$ cat config.mk
export PLATFORM = sky130hd
export DESIGN_NAME = rename_top
export DESIGN_NICKNAME = d
export VERILOG_FILES = /design/src/source/rename_pkg.sv /design/src/source/alloc_if.sv /design/src/source/psel_gen.sv /design/src/source/free_list.sv /design/src/source/map_table.sv /design/src/source/rename_top.sv
export SDC_FILE = /design/constraint.sdc
export NUM_CORES = 1
export LEC_CHECK = 0
export BUFFER_PORTS_ARGS = -buffer_cell sky130_fd_sc_hd__buf_2
export CAP_MARGIN = 40
export CORE_MARGIN = 1
export CORE_UTILIZATION = 60
export CTS_CLUSTER_SIZE = 30
export DETAILED_ROUTE_END_ITERATION = 12
export PLACE_DENSITY = 0.77
export SYNTH_ARGS = -nofsm -noshare
export SYNTH_HDL_FRONTEND = slang
export SYNTH_HIERARCHICAL = 1
export SYNTH_SLANG_ARGS = --single-unit
$ cat constraint.sdc
create_clock -name clock -period 8.8 [get_ports clock]
set_clock_uncertainty 0.2 [all_clocks]
set_input_delay 0.44 -clock clock [delete_from_list [all_inputs] [get_ports clock]]
set_output_delay 0.44 -clock clock [all_outputs]
set_load 0.02 [all_outputs]
$ cat src/source/rename_pkg.sv
`default_nettype none

package rename_pkg;

    localparam int NUM_LANES = 2;   // dispatch, complete and retire width
    localparam int ARCH_REGS = 8;   // architectural registers
    localparam int PHYS_REGS = 16;  // physical registers
    localparam int ARCH_BITS = 3;
    localparam int TAG_BITS  = 4;

    // wide enough to count every physical register as free
    localparam int COUNT_BITS = $clog2(PHYS_REGS + 1);

    typedef logic [ARCH_BITS-1:0] arch_idx_t;  // architectural register index
    typedef logic [TAG_BITS-1:0]  phys_tag_t;  // physical register tag
    typedef logic [PHYS_REGS-1:0] phys_vec_t;  // one bit per physical register

    // after reset arch reg i sits in tag i, so the low tags hold values
    localparam phys_vec_t RESET_READY = phys_vec_t'((1 << ARCH_REGS) - 1);
    localparam phys_vec_t RESET_FREE  = ~RESET_READY;  // upper tags start in the pool

endpackage

`default_nettype wire

$ cat src/source/alloc_if.sv
`timescale 1ns/10ps
`default_nettype none

// tag requests from the map table, grants and ready status back from the free list
interface alloc_if import rename_pkg::*; ();

    logic      [NUM_LANES-1:0] req;         // lane wants a new destination tag
    phys_tag_t [NUM_LANES-1:0] tag;         // tag offered to each lane
    logic                      ok;          // whole group can be granted this cycle
    phys_vec_t                 ready_list;  // registered ready bits, one per tag

    modport requester (
        output req,
        input  tag,
        input  ok,
        input  ready_list
    );

    modport provider (
        input  req,
        output tag,
        output ok,
        output ready_list
    );

endinterface

`default_nettype wire

$ cat src/source/psel_gen.sv
`timescale 1ns/10ps
`default_nettype none

// picks the lowest free physical registers, one per grant slot, and encodes them
module psel_gen import rename_pkg::*; (
    input  phys_vec_t                 free_vec,     // free list bits
    output phys_tag_t [NUM_LANES-1:0] grant_tag,    // slot 0 lowest, slot 1 next lowest
    output logic      [NUM_LANES-1:0] grant_valid   // enough free bits for this slot
);

    always_comb begin
        phys_vec_t remaining;  // free bits not yet taken by a lower slot

        remaining = free_vec;
        for (int slot = 0; slot < NUM_LANES; slot++) begin
            grant_tag[slot]   = '0;
            grant_valid[slot] = 1'b0;

            // scan from the top down so the lowest set bit is written last
            for (int i = PHYS_REGS - 1; i >= 0; i--) begin
                if (remaining[i]) begin
                    grant_tag[slot]   = phys_tag_t'(i);  // priority encode
                    grant_valid[slot] = 1'b1;
                end
            end

            if (grant_valid[slot]) begin
                remaining[grant_tag[slot]] = 1'b0;  // hide from the next slot
            end
        end
    end

endmodule

`default_nettype wire

$ cat src/source/free_list.sv
`timescale 1ns/10ps
`default_nettype none

// free and ready vectors of the physical register file
module free_list import rename_pkg::*; (
    input  logic                      clock,
    input  logic                      reset,
    alloc_if.provider                 alloc,
    input  logic      [NUM_LANES-1:0] complete_valid,      // writeback broadcast
    input  phys_tag_t [NUM_LANES-1:0] complete_tag,
    input  logic      [NUM_LANES-1:0] retire_valid,        // old tags released at commit
    input  phys_tag_t [NUM_LANES-1:0] retire_tag,
    input  logic                      checkpoint_take,     // branch dispatched this cycle
    input  logic                      mispredict_restore,  // branch resolved wrong
    output logic     [COUNT_BITS-1:0] free_count
);

    phys_vec_t                 free_vec;     // 1 = tag may be granted
    phys_vec_t                 ready_vec;    // 1 = tag holds a completed value
    phys_vec_t                 ckpt_free;    // free list saved at the branch
    phys_vec_t                 alloc_vec;    // tags granted this cycle
    phys_vec_t                 post_free;    // after dispatch and retire
    phys_vec_t                 next_free;
    phys_vec_t                 next_ready;
    phys_tag_t [NUM_LANES-1:0] grant_tag;
    logic      [NUM_LANES-1:0] grant_valid;
    logic      [NUM_LANES-1:0] fire;         // lane actually takes its tag
    logic     [COUNT_BITS-1:0] num_req;

    psel_gen u_psel (
        .free_vec    (free_vec),
        .grant_tag   (grant_tag),
        .grant_valid (grant_valid)
    );

    // population counts of the free list and the request group
    always_comb begin
        free_count = '0;
        for (int i = 0; i < PHYS_REGS; i++) begin
            free_count = free_count + COUNT_BITS'(free_vec[i]);
        end
        num_req = '0;
        for (int l = 0; l < NUM_LANES; l++) begin
            num_req = num_req + COUNT_BITS'(alloc.req[l]);
        end
    end

    // all or none, and nothing moves while the map is being restored
    assign alloc.ok = (free_count >= num_req) && !mispredict_restore;

    assign alloc.ready_list = ready_vec;

    // requesting lanes take grant slots in lane order, idle lanes skip none
    always_comb begin
        int slot;

        slot      = 0;
        alloc_vec = '0;
        for (int l = 0; l < NUM_LANES; l++) begin
            alloc.tag[l] = grant_tag[slot];
            fire[l]      = alloc.ok && alloc.req[l] && grant_valid[slot];
            if (fire[l]) begin
                alloc_vec[grant_tag[slot]] = 1'b1;
            end
            if (alloc.req[l]) begin
                slot = slot + 1;  // next requester gets the next lowest tag
            end
        end
    end

    always_comb begin
        post_free  = free_vec & ~alloc_vec;
        next_ready = ready_vec;
        for (int l = 0; l < NUM_LANES; l++) begin
            if (retire_valid[l]) begin
                post_free[retire_tag[l]] = 1'b1;
            end
            if (complete_valid[l]) begin
                next_ready[complete_tag[l]] = 1'b1;
            end
        end
        next_ready = next_ready & ~alloc_vec;  // new tag has no value yet

        // tags handed out after the branch go back to the pool
        next_free = mispredict_restore ? (post_free | ckpt_free) : post_free;
    end

    always_ff @(posedge clock) begin
        if (reset) begin
            free_vec  <= RESET_FREE;
            ready_vec <= RESET_READY;
            ckpt_free <= RESET_FREE;
        end else begin
            free_vec  <= next_free;
            ready_vec <= next_ready;
            if (checkpoint_take) begin
                ckpt_free <= post_free;  // includes this cycle's retires
            end
        end
    end

endmodule

`default_nettype wire

$ cat src/source/map_table.sv
`timescale 1ns/10ps
`default_nettype none

// architectural to physical map with one branch checkpoint
module map_table import rename_pkg::*; (
    input  logic                      clock,
    input  logic                      reset,
    input  logic      [NUM_LANES-1:0] dispatch_valid,
    input  arch_idx_t [NUM_LANES-1:0] dest_arch,
    input  arch_idx_t [NUM_LANES-1:0] src_arch,
    input  logic                      checkpoint_take,
    input  logic                      mispredict_restore,
    alloc_if.requester                alloc,
    output logic                      dispatch_ok,
    output phys_tag_t [NUM_LANES-1:0] dest_tag,    // new tag per lane
    output phys_tag_t [NUM_LANES-1:0] old_tag,     // tag freed when the lane retires
    output phys_tag_t [NUM_LANES-1:0] src_tag,
    output logic      [NUM_LANES-1:0] src_ready
);

    phys_tag_t map      [ARCH_REGS];  // speculative map
    phys_tag_t ckpt_map [ARCH_REGS];  // copy taken at the branch
    phys_tag_t next_map [ARCH_REGS];

    assign alloc.req   = dispatch_valid;  // every valid lane writes a destination
    assign dispatch_ok = alloc.ok;
    assign dest_tag    = alloc.tag;

    // lookups, with bypass from older lanes of the same group
    always_comb begin
        for (int l = 0; l < NUM_LANES; l++) begin
            src_tag[l]   = map[src_arch[l]];
            old_tag[l]   = map[dest_arch[l]];
            src_ready[l] = alloc.ready_list[src_tag[l]];

            // youngest older writer is visited last and wins
            for (int j = 0; j < l; j++) begin
                if (dispatch_valid[j] && (dest_arch[j] == src_arch[l])) begin
                    src_tag[l]   = alloc.tag[j];
                    src_ready[l] = 1'b0;  // producer not even dispatched yet
                end
                if (dispatch_valid[j] && (dest_arch[j] == dest_arch[l])) begin
                    old_tag[l] = alloc.tag[j];  // older lane's mapping is replaced
                end
            end
        end
    end

    // map after this cycle's dispatch
    always_comb begin
        next_map = map;
        if (alloc.ok) begin
            for (int l = 0; l < NUM_LANES; l++) begin
                if (dispatch_valid[l]) begin
                    next_map[dest_arch[l]] = alloc.tag[l];  // lane 1 written last
                end
            end
        end
    end

    always_ff @(posedge clock) begin
        if (reset) begin
            for (int i = 0; i < ARCH_REGS; i++) begin
                map[i]      <= phys_tag_t'(i);  // identity mapping
                ckpt_map[i] <= phys_tag_t'(i);
            end
        end else begin
            if (mispredict_restore) begin
                map <= ckpt_map;
            end else begin
                map <= next_map;
            end
            if (checkpoint_take) begin
                ckpt_map <= next_map;  // state as seen by the instruction after the branch
            end
        end
    end

endmodule

`default_nettype wire

$ cat src/source/rename_top.sv
`timescale 1ns/10ps
`default_nettype none

// two-wide register rename stage
module rename_top import rename_pkg::*; (
    input  logic                      clock,
    input  logic                      reset,

    // dispatch group
    input  logic      [NUM_LANES-1:0] dispatch_valid,
    input  arch_idx_t [NUM_LANES-1:0] dest_arch,
    input  arch_idx_t [NUM_LANES-1:0] src_arch,
    output logic                      dispatch_ok,   // low stalls the whole group
    output phys_tag_t [NUM_LANES-1:0] dest_tag,
    output phys_tag_t [NUM_LANES-1:0] old_tag,
    output phys_tag_t [NUM_LANES-1:0] src_tag,
    output logic      [NUM_LANES-1:0] src_ready,

    // writeback and commit
    input  logic      [NUM_LANES-1:0] complete_valid,
    input  phys_tag_t [NUM_LANES-1:0] complete_tag,
    input  logic      [NUM_LANES-1:0] retire_valid,
    input  phys_tag_t [NUM_LANES-1:0] retire_tag,

    // branch recovery
    input  logic                      checkpoint_take,
    input  logic                      mispredict_restore,
    output logic     [COUNT_BITS-1:0] free_count
);

    alloc_if alloc_bus ();

    map_table u_map (
        .clock              (clock),
        .reset              (reset),
        .dispatch_valid     (dispatch_valid),
        .dest_arch          (dest_arch),
        .src_arch           (src_arch),
        .checkpoint_take    (checkpoint_take),
        .mispredict_restore (mispredict_restore),
        .alloc              (alloc_bus.requester),
        .dispatch_ok        (dispatch_ok),
        .dest_tag           (dest_tag),
        .old_tag            (old_tag),
        .src_tag            (src_tag),
        .src_ready          (src_ready)
    );

    free_list u_free (
        .clock              (clock),
        .reset              (reset),
        .alloc              (alloc_bus.provider),
        .complete_valid     (complete_valid),
        .complete_tag       (complete_tag),
        .retire_valid       (retire_valid),
        .retire_tag         (retire_tag),
        .checkpoint_take    (checkpoint_take),
        .mispredict_restore (mispredict_restore),
        .free_count         (free_count)
    );

endmodule

`default_nettype wire

==> flow_metrics.env, run 1 <==
export IMPL_routed_wl_um=24700
export IMPL_p_leak_nw=3.585
export IMPL_numPortBuffers=69
export IMPL_io_pins=70
export IMPL_clk_pin_slew_ns=0.07
export IMPL_slew_headroom_pct=40.35
export IMPL_clkPwrFrac_pct=27.9
export IMPL_die_area_um2=14670
export IMPL_layout_common_cells="nor2_1, dfxtp_1, mux2i_1, nand2_1, buf_2"
export IMPL_crit_path_end_kind="primary output"
export IMPL_hold_violations=0
export IMPL_tightestPinTransition_ns=0.8893
export IMPL_clock_latency_ns=0.35
export IMPL_grtUsageTotal_pct=34.22
export IMPL_cts_tree="built"
export IMPL_ys_ff_latch=112
export IMPL_hold_buffers=0
export IMPL_synth_seq_area_share_pct=26.34
export IMPL_power_internal_mw=0.9957
export IMPL_fin_crit_ns=6.070
export IMPL_ant_nets=0
export IMPL_swShare_pct=37.52
export IMPL_yosys_area_top_type="dfxtp_1"
export IMPL_cts_made_buffers=9
export IMPL_setup_viol=0
export IMPL_cts_path_max_buffers=2
export IMPL_chipHeight_um=121.1
export IMPL_cts_repair_resized=0
export IMPL_hp_class="input pin to flop"
export IMPL_synth_warnings=6
export IMPL_grt_max_degree=78
export IMPL_grt_first_pass_wirelength_um=38890
export IMPL_switchingPower_mw=0.5980
export IMPL_syn_area_um2=8512
export IMPL_gp_congestion=0.9503
export IMPL_coreArea_um2=13880
export IMPL_htree_levels=3
export IMPL_antenna_cells=0
export IMPL_antenna_found_initial=0
export IMPL_nFillCells=1229
export IMPL_max_cap_violations=0
export IMPL_cp_arrival_ns=5.43
export IMPL_first_iter_violations=1003
export IMPL_multiInputGateArea_um2=5627
export IMPL_post_cts_buffers=0
export IMPL_post_drt_wl_per_cell_um=20.45
export IMPL_dp_hpwl_um=17000
export IMPL_drc=0
export IMPL_initial_utilization_pct=61.32
export IMPL_yosys_most_used_dff="dfxtp_1"
export IMPL_fin_tns_setup_ns=0
export IMPL_fin_util_pct=65.13
export IMPL_rsz0062_at_grt="false"
export IMPL_seqCellArea_um2=2242
export IMPL_peakVddDrop_uv=91.18
export IMPL_crit_buf_inv=7
export IMPL_combinationalPowerShare_pct=36.6
export IMPL_cts_root_buf="clkbuf_16"
export IMPL_placed_cell_area_um2=8722
export IMPL_synth_cell_types=79
export IMPL_viasPerCell=6.927
export IMPL_slowest_delay_ns=0.57
export IMPL_period_share_pct=68.97
export IMPL_power_density_nw_per_um2=176.3
export IMPL_worst_endpoint_required_ns=8.16
export IMPL_detail_route_first_pass_iterations=7
export IMPL_num_nets_final=1080
export IMPL_final_area_um2=9040
export IMPL_p_seq_share_pct=35.5
export IMPL_gr_total_overflow=0
export IMPL_syn_inst=1022
export IMPL_worst_path_max_fanout=42
export IMPL_crit_type="flop to primary output"
export IMPL_synth_top_cell_area_share_pct=26.34
export IMPL_slew_violations=0
export IMPL_rows=43
export IMPL_drive_gt1_share_pct=14.88
export IMPL_max_freq_mhz=164.8
export IMPL_startpoint_type="flop"
export IMPL_cp_top_family="adder cells"
export IMPL_mostFrequentLayoutCell="nor2_1"
export IMPL_syn_avg_cell_area_um2=8.329
export IMPL_cts_sinks=112
export IMPL_ys_top_cells_by_area="dfxtp_1, mux2i_1, mux4_2, nor2_1, o22ai_1"
export IMPL_synth_edff_count=0
export IMPL_die_w_um=121.1
export IMPL_worstPathCellList="inv_1, fa_1, fa_1, fa_1, fa_1, inv_1, ha_1, inv_1, fa_1, inv_1, ha_1, a211o_1, a211oi_4, buf_4, nor2_2, buf_4, buf_2"
export IMPL_crit_path_frequent_cell="fa_1"
export IMPL_outcome="complete, no violations"
export IMPL_area_delta_synth_final_pct=6.203
export IMPL_grt_pass1_vias=7348
export IMPL_num_vias=8368
export IMPL_syn_nets=1078
export IMPL_async_flop_share_pct=0
export IMPL_slowest_stage="fa_1"
[cell type report]
cell class / instances / share of cell area, %
flip-flops and latches: 112 / 24.80
clock inverters: 5 / 0.8720
repair buffers: 80 / 4.955
inverters: 48 / 1.993
clock buffers: 10 / 2.644
multi-input cells: 773 / 62.24
well taps: 180 / 2.491
[power groups by stage]
stage | Clock, mW | Sequential (mW) | Combinational [mW]
2_1_floorplan | 0 | 0.561 | 0.448
3_3_place_gp | 0 | 0.574 | 0.558
3_5_place_dp | 0 | 0.575 | 0.568
4_1_cts | 0.449 | 0.563 | 0.570
5_1_grt | 0.469 | 0.568 | 0.630
6_report | 0.445 | 0.565 | 0.583
[kinds of logic after synthesis]
family	count (synthesis)	share of synthesized area [%]
compound gates	275	22.08
fa+ha+maj	20	3.792
xor+xnor	8	0.8232
simple gates	352	21.06
flops	112	26.34
buf+inv	137	7.761
mux	118	18.14
[worst paths after layout]
kind	start	endpoint	slack (ns)	cells after the start
min reg2reg	u_free/ckpt_free[8]$_SDFFE_PP1P_	u_free/free_vec[8]$_SDFF_PP1_	0.27	2
max reg2reg	u_free/free_vec[5]$_SDFF_PP0_	u_map/ckpt_map[24]$_SDFFE_PP1P_	2.92	20
min	complete_tag[4]	u_free/alloc.ready_list[12]$_SDFF_PP0_	0.26	4
max	u_free/free_vec[5]$_SDFF_PP0_	dispatch_ok	2.73	17
[sequential cells by signal, summed over array words and instances, names as in the netlist]
signal	flops
u_map/map	32
u_map/ckpt_map	32
u_free/free_vec	16
u_free/ckpt_free	16
u_free/alloc.ready_list	16
[worst reg2reg max path: stages (launching register included)]
cell and delay (ns):
dfxtp_1 0.53, inv_1 0.12, fa_1 0.57, fa_1 0.44, fa_1 0.54, fa_1 0.42
inv_1 0.07, ha_1 0.14, inv_1 0.05, fa_1 0.47, inv_1 0.05, ha_1 0.28
a211o_1 0.29, a211oi_4 0.21, buf_4 0.35, nor2_2 0.06, buf_4 0.27, o21a_1 0.21
nor2_1 0.15, a21oi_1 0.07, a211o_1 0.31
[cells in the mapped netlist (5+ instances only)]
cell type	n
nand2b_1	16
inv_1	48
a311oi_1	6
dfxtp_1	112
o22ai_1	51
ha_1	8
a211oi_1	6
mux2_2	11
xnor2_1	8
a2bb2oi_1	9
a21oi_1	44
a22oi_1	15
o211ai_1	26
nor2b_1	14
o21a_1	7
and2_1	6
fa_1	10
o21ai_0	20
mux2i_1	80
nand3_1	21
nor3b_1	5
nand4_1	13
buf_1	12
nand4b_1	7
clkbuf_1	43
mux4_2	23
buf_2	11
a31oi_1	19
nor3_1	28
nor2_1	115
o21ai_1	20
buf_6	9
nand3b_1	9
and3_1	5
buf_4	13
nand2_1	75
o32ai_1	8
[through the flow]
| stage | setup WS, ns | total power, mW | hold WS (ns) | instances |
|---|---|---|---|---|
| 2_1_floorplan | 3.226 | 1.009 | 0.2278 | 1022 |
| 6_report | 2.730 | 1.594 | 0.2567 | 1208 |
| 5_1_grt | 2.497 | 1.667 | 0.2571 | 1208 |
| 3_3_place_gp | 3.034 | 1.132 | 0.2492 | 1192 |
| 4_1_cts | 2.727 | 1.583 | 0.2516 | 1208 |
| 3_5_place_dp | 2.960 | 1.142 | 0.2568 | 1193 |
[routing by layer]
metal,vias to the layer above,global-route usage (%),wire [um]
li1,3799,-,-
met1,3969,48.75,10510
met2,537,50.21,10550
met3,63,8.882,3079
met4,0,10.88,555
met5,-,0,0
(Power assumes the default switching activity.)
==> run 2, diff against run 1 <==
==> constraint.sdc (replaced) <==
create_clock -name clock -period 5.7 [get_ports clock]
set_clock_uncertainty 0.2 [all_clocks]
set_input_delay 0.285 -clock clock [delete_from_list [all_inputs] [get_ports clock]]
set_output_delay 0.285 -clock clock [all_outputs]
set_load 0.02 [all_outputs]
==> run 2 against run 1 <==
Flip-flop and latch count stayed put. Critical path depth rose by 2. Routed wire length up 4.2%. Design area grew 1.3%. Non-clock buffer count is 21 higher. Final cell count is 1.7% higher. Sequential share of layout area decreased by 0.33 points. Setup slack got worse by 2.5 ns. Hold slack worse by 0.13 ns. Critical path type is now flop to flop.
==> flow_metrics.env, run 2 (same netlist as run 1, synthesis figures left out) <==
export IMPL_cts_root_buf="clkbuf_16"
export IMPL_rr_worst_depth=19
export IMPL_slew_violations=0
export IMPL_antenna_cells=0
export IMPL_cts_made_buffers=9
export IMPL_drc=0
export IMPL_clock_latency_ns=0.35
export IMPL_detail_route_first_pass_iterations=6
export IMPL_htree_levels=3
export IMPL_chipHeight_um=121.1
export IMPL_fin_crit_ns=5.470
export IMPL_numPortBuffers=69
export IMPL_slowest_stage="fa_1"
export IMPL_hold_buffers=0
export IMPL_dp_hpwl_um=18040
export IMPL_cts_sinks=112
export IMPL_routed_wl_um=25730
export IMPL_grt_first_pass_wirelength_um=40590
export IMPL_cts_path_max_buffers=2
export IMPL_slew_headroom_pct=41.58
export IMPL_top_regs="u_map/ckpt_map x32, u_map/map x32"
export IMPL_clk_pin_slew_ns=0.07
export IMPL_hold_violations=0
export IMPL_rows=43
export IMPL_gp_congestion=0.9926
export IMPL_max_cap_violations=0
export IMPL_num_vias=8457
export IMPL_die_area_um2=14670
export IMPL_worst_endpoint_required_ns=5.69
export IMPL_initial_utilization_pct=61.32
export IMPL_area_delta_synth_final_pct=7.614
export IMPL_crit_path_end_kind="flop"
export IMPL_num_nets_final=1101
export IMPL_worst_path_max_fanout=7
export IMPL_grt_pass1_vias=7587
export IMPL_outcome="complete, no violations"
export IMPL_cp_arrival_ns=5.46
export IMPL_cts_tree="built"
export IMPL_startpoint_type="flop"
export IMPL_antenna_found_initial=0
export IMPL_slowest_delay_ns=0.61
export IMPL_viasPerCell=6.881
export IMPL_setup_viol=0
export IMPL_first_iter_violations=1283
export IMPL_hp_class="input pin to flop"
export IMPL_period_share_pct=95.97
export IMPL_grt_max_degree=77
export IMPL_layout_common_cells="nor2_1, dfxtp_1, mux2i_1, nand2_1, buf_2"
export IMPL_coreArea_um2=13880
export IMPL_total_power_mw=2.446
export IMPL_die_w_um=121.1
export IMPL_gr_total_overflow=0
export IMPL_hold_depth=4
export IMPL_worstPathCellList="inv_1, fa_1, fa_1, fa_1, fa_1, inv_1, ha_1, inv_1, fa_1, inv_1, ha_1, a211o_1, a211oi_4, nor2_4, buf_4, a21boi_0, buf_4, o21ai_0, o211ai_1"
export IMPL_grtUsageTotal_pct=35.54
export IMPL_fin_tns_setup_ns=0
export IMPL_max_freq_mhz=182.8
export IMPL_drive_gt1_share_pct=16.59
export IMPL_mostFrequentLayoutCell="nor2_1"
export IMPL_tightestPinTransition_ns=0.8710
export IMPL_peakVddDrop_uv=140.4
export IMPL_crit_type="flop to flop"
export IMPL_io_pins=70
export IMPL_power_density_nw_per_um2=267.1
export IMPL_rsz0062_at_grt="false"
export IMPL_p_leak_nw=3.670
export IMPL_post_drt_wl_per_cell_um=20.93
export IMPL_crit_path_frequent_cell="fa_1"
export IMPL_ant_nets=0
## run 2: critical path: cells and delay by family (launching register included)
family | cells | cell delay [ns]
buffers and inverters | 6 | 0.64
and+or+nand+nor | 1 | 0.13
adders and majority gates | 7 | 2.94
DFF | 1 | 0.34
AOI/OAI and AO/OA | 5 | 1.07
## run 2: worst paths after layout
check | slack [ns] | from | endpoint
setup / recovery | 0.23 | u_free/free_vec[0]$_SDFF_PP0_ | u_map/map[17]$_SDFF_PP1_
hold / removal | 0.13 | complete_tag[4] | u_free/alloc.ready_list[12]$_SDFF_PP0_
setup reg to reg | 0.23 | u_free/free_vec[0]$_SDFF_PP0_ | u_map/map[17]$_SDFF_PP1_
hold reg to reg | 0.27 | u_map/ckpt_map[24]$_SDFFE_PP1P_ | u_map/map[24]$_SDFF_PP1_
## run 2: cell type report
| class | instances | area, um2 |
|---|---|---|
| flip-flops and latches | 112 | 2242 |
| multi-input cells | 773 | 5632 |
| clock buffers | 10 | 239.0 |
| inverters | 48 | 180.2 |
| fillers | 1193 | 4721 |
| repair buffers | 101 | 585.6 |
| clock inverters | 5 | 56.30 |
| well taps | 180 | 225.2 |
## run 2: report_power, final
group	leakage, nW	internal, mW	switching (mW)
sequential	0.914	0.823	0.0408
clock	0.145	0.351	0.290
combinational	2.61	0.345	0.598
## run 2: routing by layer
layer / global-route usage (%) / part of all wire [%]
met1: 52.32 / 43
met2: 52.11 / 43
met3: 6.579 / 12
met4: 11.27 / 2.0
met5: 0 / 0
## run 2: metrics by stage
| step | util, % | setup WS (ns) | hold slack (ns) | instance area (um2) | cells |
|---|---|---|---|---|---|
| after floorplan | - | 0.1262 | 0.2278 | 8512 | 1022 |
| after global placement | 63.67 | 0.3688 | 0.2492 | 8837 | 1211 |
| after detailed placement | 63.67 | 0.1906 | 0.2527 | 8837 | 1211 |
| after CTS | 65.79 | 0.1403 | 0.1186 | 9133 | 1226 |
| after global routing | 65.99 | 0.007397 | 0.1614 | 9160 | 1229 |
| final | 65.99 | 0.2295 | 0.1292 | 9160 | 1229 |
## run 2: what timing repair did
item / 4_1_cts / 5_1_grt
gates resized for setup: 0 / 1
endpoints found under the hold margin: 0 / 0
setup endpoints to repair: 0 / 19
setup buffers: 0 / 3
==> run 3, diff against run 2 <==
==> constraint.sdc (replaced) <==
create_clock -name clock -period 5.7 [get_ports clock]
set_clock_uncertainty 0.2 [all_clocks]
set_input_delay 1.71 -clock clock [delete_from_list [all_inputs] [get_ports clock]]
set_output_delay 1.71 -clock clock [all_outputs]
set_load 0.02 [all_outputs]
==> run 3 against run 2 <==
The run now ends with negative setup slack left. Maximum frequency down 15%. Largest power group unchanged. Via count is 0.99% lower. Critical endpoint is now dispatch_ok. Critical path depth decreased by 4. Critical path type is now flop to primary output. Routed wire length down 1.5%.
==> flow_metrics.env, run 3 (same netlist as run 1, synthesis figures left out) <==
export IMPL_cp_top_family="adder cells"
export IMPL_rr_worst_depth=20
export IMPL_setup_viol=3
export IMPL_fin_ws_ns=-0.7140
export IMPL_rows=43
export IMPL_crit_path_end_kind="primary output"
export IMPL_worst_endpoint_required_ns=3.79
export IMPL_fin_tns_setup_ns=-1.126
export IMPL_first_iter_violations=1349
export IMPL_hold_buffers=0
export IMPL_cts_sinks=112
export IMPL_crit_buf_inv=5
export IMPL_slowest_delay_ns=0.57
export IMPL_area_delta_synth_final_pct=9.804
export IMPL_num_vias=8373
export IMPL_gp_congestion=0.9904
export IMPL_initial_utilization_pct=61.32
export IMPL_crit_type="flop to primary output"
export IMPL_grtUsageTotal_pct=34.92
export IMPL_viasPerCell=6.747
export IMPL_worstPathCellList="inv_1, fa_1, fa_1, fa_1, fa_1, inv_2, ha_4, inv_2, fa_2, inv_2, ha_1, a211o_1, a211oi_4, nor2_2, buf_2"
export IMPL_antenna_found_initial=0
export IMPL_multiInputGateArea_um2=5683
export IMPL_post_drt_wl_per_cell_um=20.43
export IMPL_clock_latency_ns=0.36
export IMPL_mostFrequentLayoutCell="nor2_1"
export IMPL_routed_wl_um=25350
export IMPL_tightestPinTransition_ns=0.8894
export IMPL_dp_hpwl_um=17960
export IMPL_period_share_pct=112.5
export IMPL_drc=0
export IMPL_num_nets_final=1113
export IMPL_cts_tree="built"
export IMPL_seqCellArea_um2=2258
export IMPL_hold_depth=1
export IMPL_p_leak_nw=3.732
export IMPL_total_power_mw=2.462
export IMPL_grt_max_degree=52
export IMPL_dp_cells=1223
export IMPL_ant_nets=0
export IMPL_worst_path_max_fanout=2
export IMPL_rrSetupSlack_ns=0.20
export IMPL_die_area_um2=14670
export IMPL_io_pins=70
export IMPL_grt_first_pass_wirelength_um=39620
export IMPL_slew_violations=0
export IMPL_hp_class="flop to flop"
export IMPL_max_freq_mhz=155.9
export IMPL_fin_crit_ns=6.414
export IMPL_violations="negative setup slack"
export IMPL_chipHeight_um=121.1
export IMPL_coreArea_um2=13880
export IMPL_nFillCells=1171
export IMPL_power_density_nw_per_um2=263.5
export IMPL_cts_path_max_buffers=2
export IMPL_crit_path_frequent_cell="fa_1"
export IMPL_htree_levels=3
export IMPL_outcome="finished with violations"
export IMPL_numPortBuffers=69
export IMPL_path_depth=15
export IMPL_slew_headroom_pct=40.71
export IMPL_hold_violations=0
export IMPL_startpoint_type="flop"
export IMPL_cp_arrival_ns=4.50
export IMPL_drive_gt1_share_pct=19.60
export IMPL_slowest_stage="fa_1"
export IMPL_rsz0062_at_grt="true"
export IMPL_cts_root_buf="clkbuf_16"
export IMPL_antenna_cells=0
export IMPL_clk_pin_slew_ns=0.07
export IMPL_die_w_um=121.1
export IMPL_peakVddDrop_uv=161.8
export IMPL_detail_route_first_pass_iterations=8
export IMPL_grt_pass1_vias=7496
export IMPL_cts_made_buffers=9
export IMPL_layout_common_cells="nor2_1, dfxtp_1, mux2i_1, nand2_1, buf_2"
export IMPL_max_cap_violations=0
export IMPL_fin_cells=1241
export IMPL_top_regs="u_map/ckpt_map x32, u_map/map x32"
export IMPL_gr_total_overflow=0
[run 3: cell count changes in the layout (fill, tap and decap cells not counted), sizes merged]
| cell | delta |
|---|---|
| clkbuf | -1 |
| buf | +12 |
| clkinv | +2 |
| bufinv | -1 |
[run 3: final timing paths]
check,startpoint,to
hold / removal,u_map/ckpt_map[24]$_SDFFE_PP1P_,u_map/map[24]$_SDFF_PP1_
hold reg to reg,u_map/ckpt_map[24]$_SDFFE_PP1P_,u_map/map[24]$_SDFF_PP1_
setup reg to reg,u_free/free_vec[0]$_SDFF_PP0_,u_map/ckpt_map[3]$_SDFFE_PP0P_
setup / recovery,u_free/free_vec[0]$_SDFF_PP0_,dispatch_ok
[run 3: layout make-up]
| type | instances | area share [%] |
|---|---|---|
| multi-input cells | 773 | 60.80 |
| repair buffers | 113 | 7.898 |
| flip-flops and latches | 112 | 24.16 |
| well taps | 180 | 2.410 |
| clock buffers | 9 | 2.410 |
| clock inverters | 6 | 0.3882 |
| inverters | 48 | 1.928 |
[run 3: power by group]
| group | switching (mW) | total, mW | internal, mW |
|---|---|---|---|
| clock network | 0.300 | 0.593 | 0.293 |
| logic | 0.613 | 1.01 | 0.395 |
| registers | 0.0400 | 0.862 | 0.822 |
[run 3: what timing repair did]
item | in CTS | in global routing
gates resized for setup | 7 | 21
setup buffers | 0 | 3
pin swaps | 1 | 5
endpoints found under the setup margin | 5 | 22
[run 3: layer usage]
metal | wire length (um) | vias to the layer above | track usage, %
met3 | 2899 | 55 | 7.942
met4 | 509 | 0 | 10.96
li1 | - | 3867 | -
met1 | 10910 | 3959 | 50.12
met2 | 11030 | 492 | 51.71
met5 | 0 | - | 0
[run 3: per-stage QoR]
step	setup WS (ns)	hold WS (ns)	utilization, %	cell area [um2]
2_1_floorplan	-0.5847	0.2278	-	8533
3_3_place_gp	-0.2657	0.2463	64.46	8947
3_5_place_dp	-0.3473	0.2516	64.66	8975
4_1_cts	-0.7499	0.2650	66.68	9256
5_1_grt	-0.8449	0.2879	67.33	9346
6_report	-0.7140	0.2639	67.33	9346
[run 3: worst register-to-register path: stages (launching register included)]
cell      delay, ns
dfxtp_4        0.35
inv_1          0.05
fa_1           0.57
fa_1           0.43
fa_1           0.52
fa_1           0.44
inv_2          0.08
ha_4           0.14
inv_2          0.04
fa_2           0.53
inv_2          0.04
ha_1           0.26
a211o_1        0.16
a211oi_4       0.05
nor2_2         0.11
buf_4          0.38
a21boi_0       0.58
nor2_1         0.08
a21oi_1        0.21
mux2i_1        0.11
nor2_1         0.12
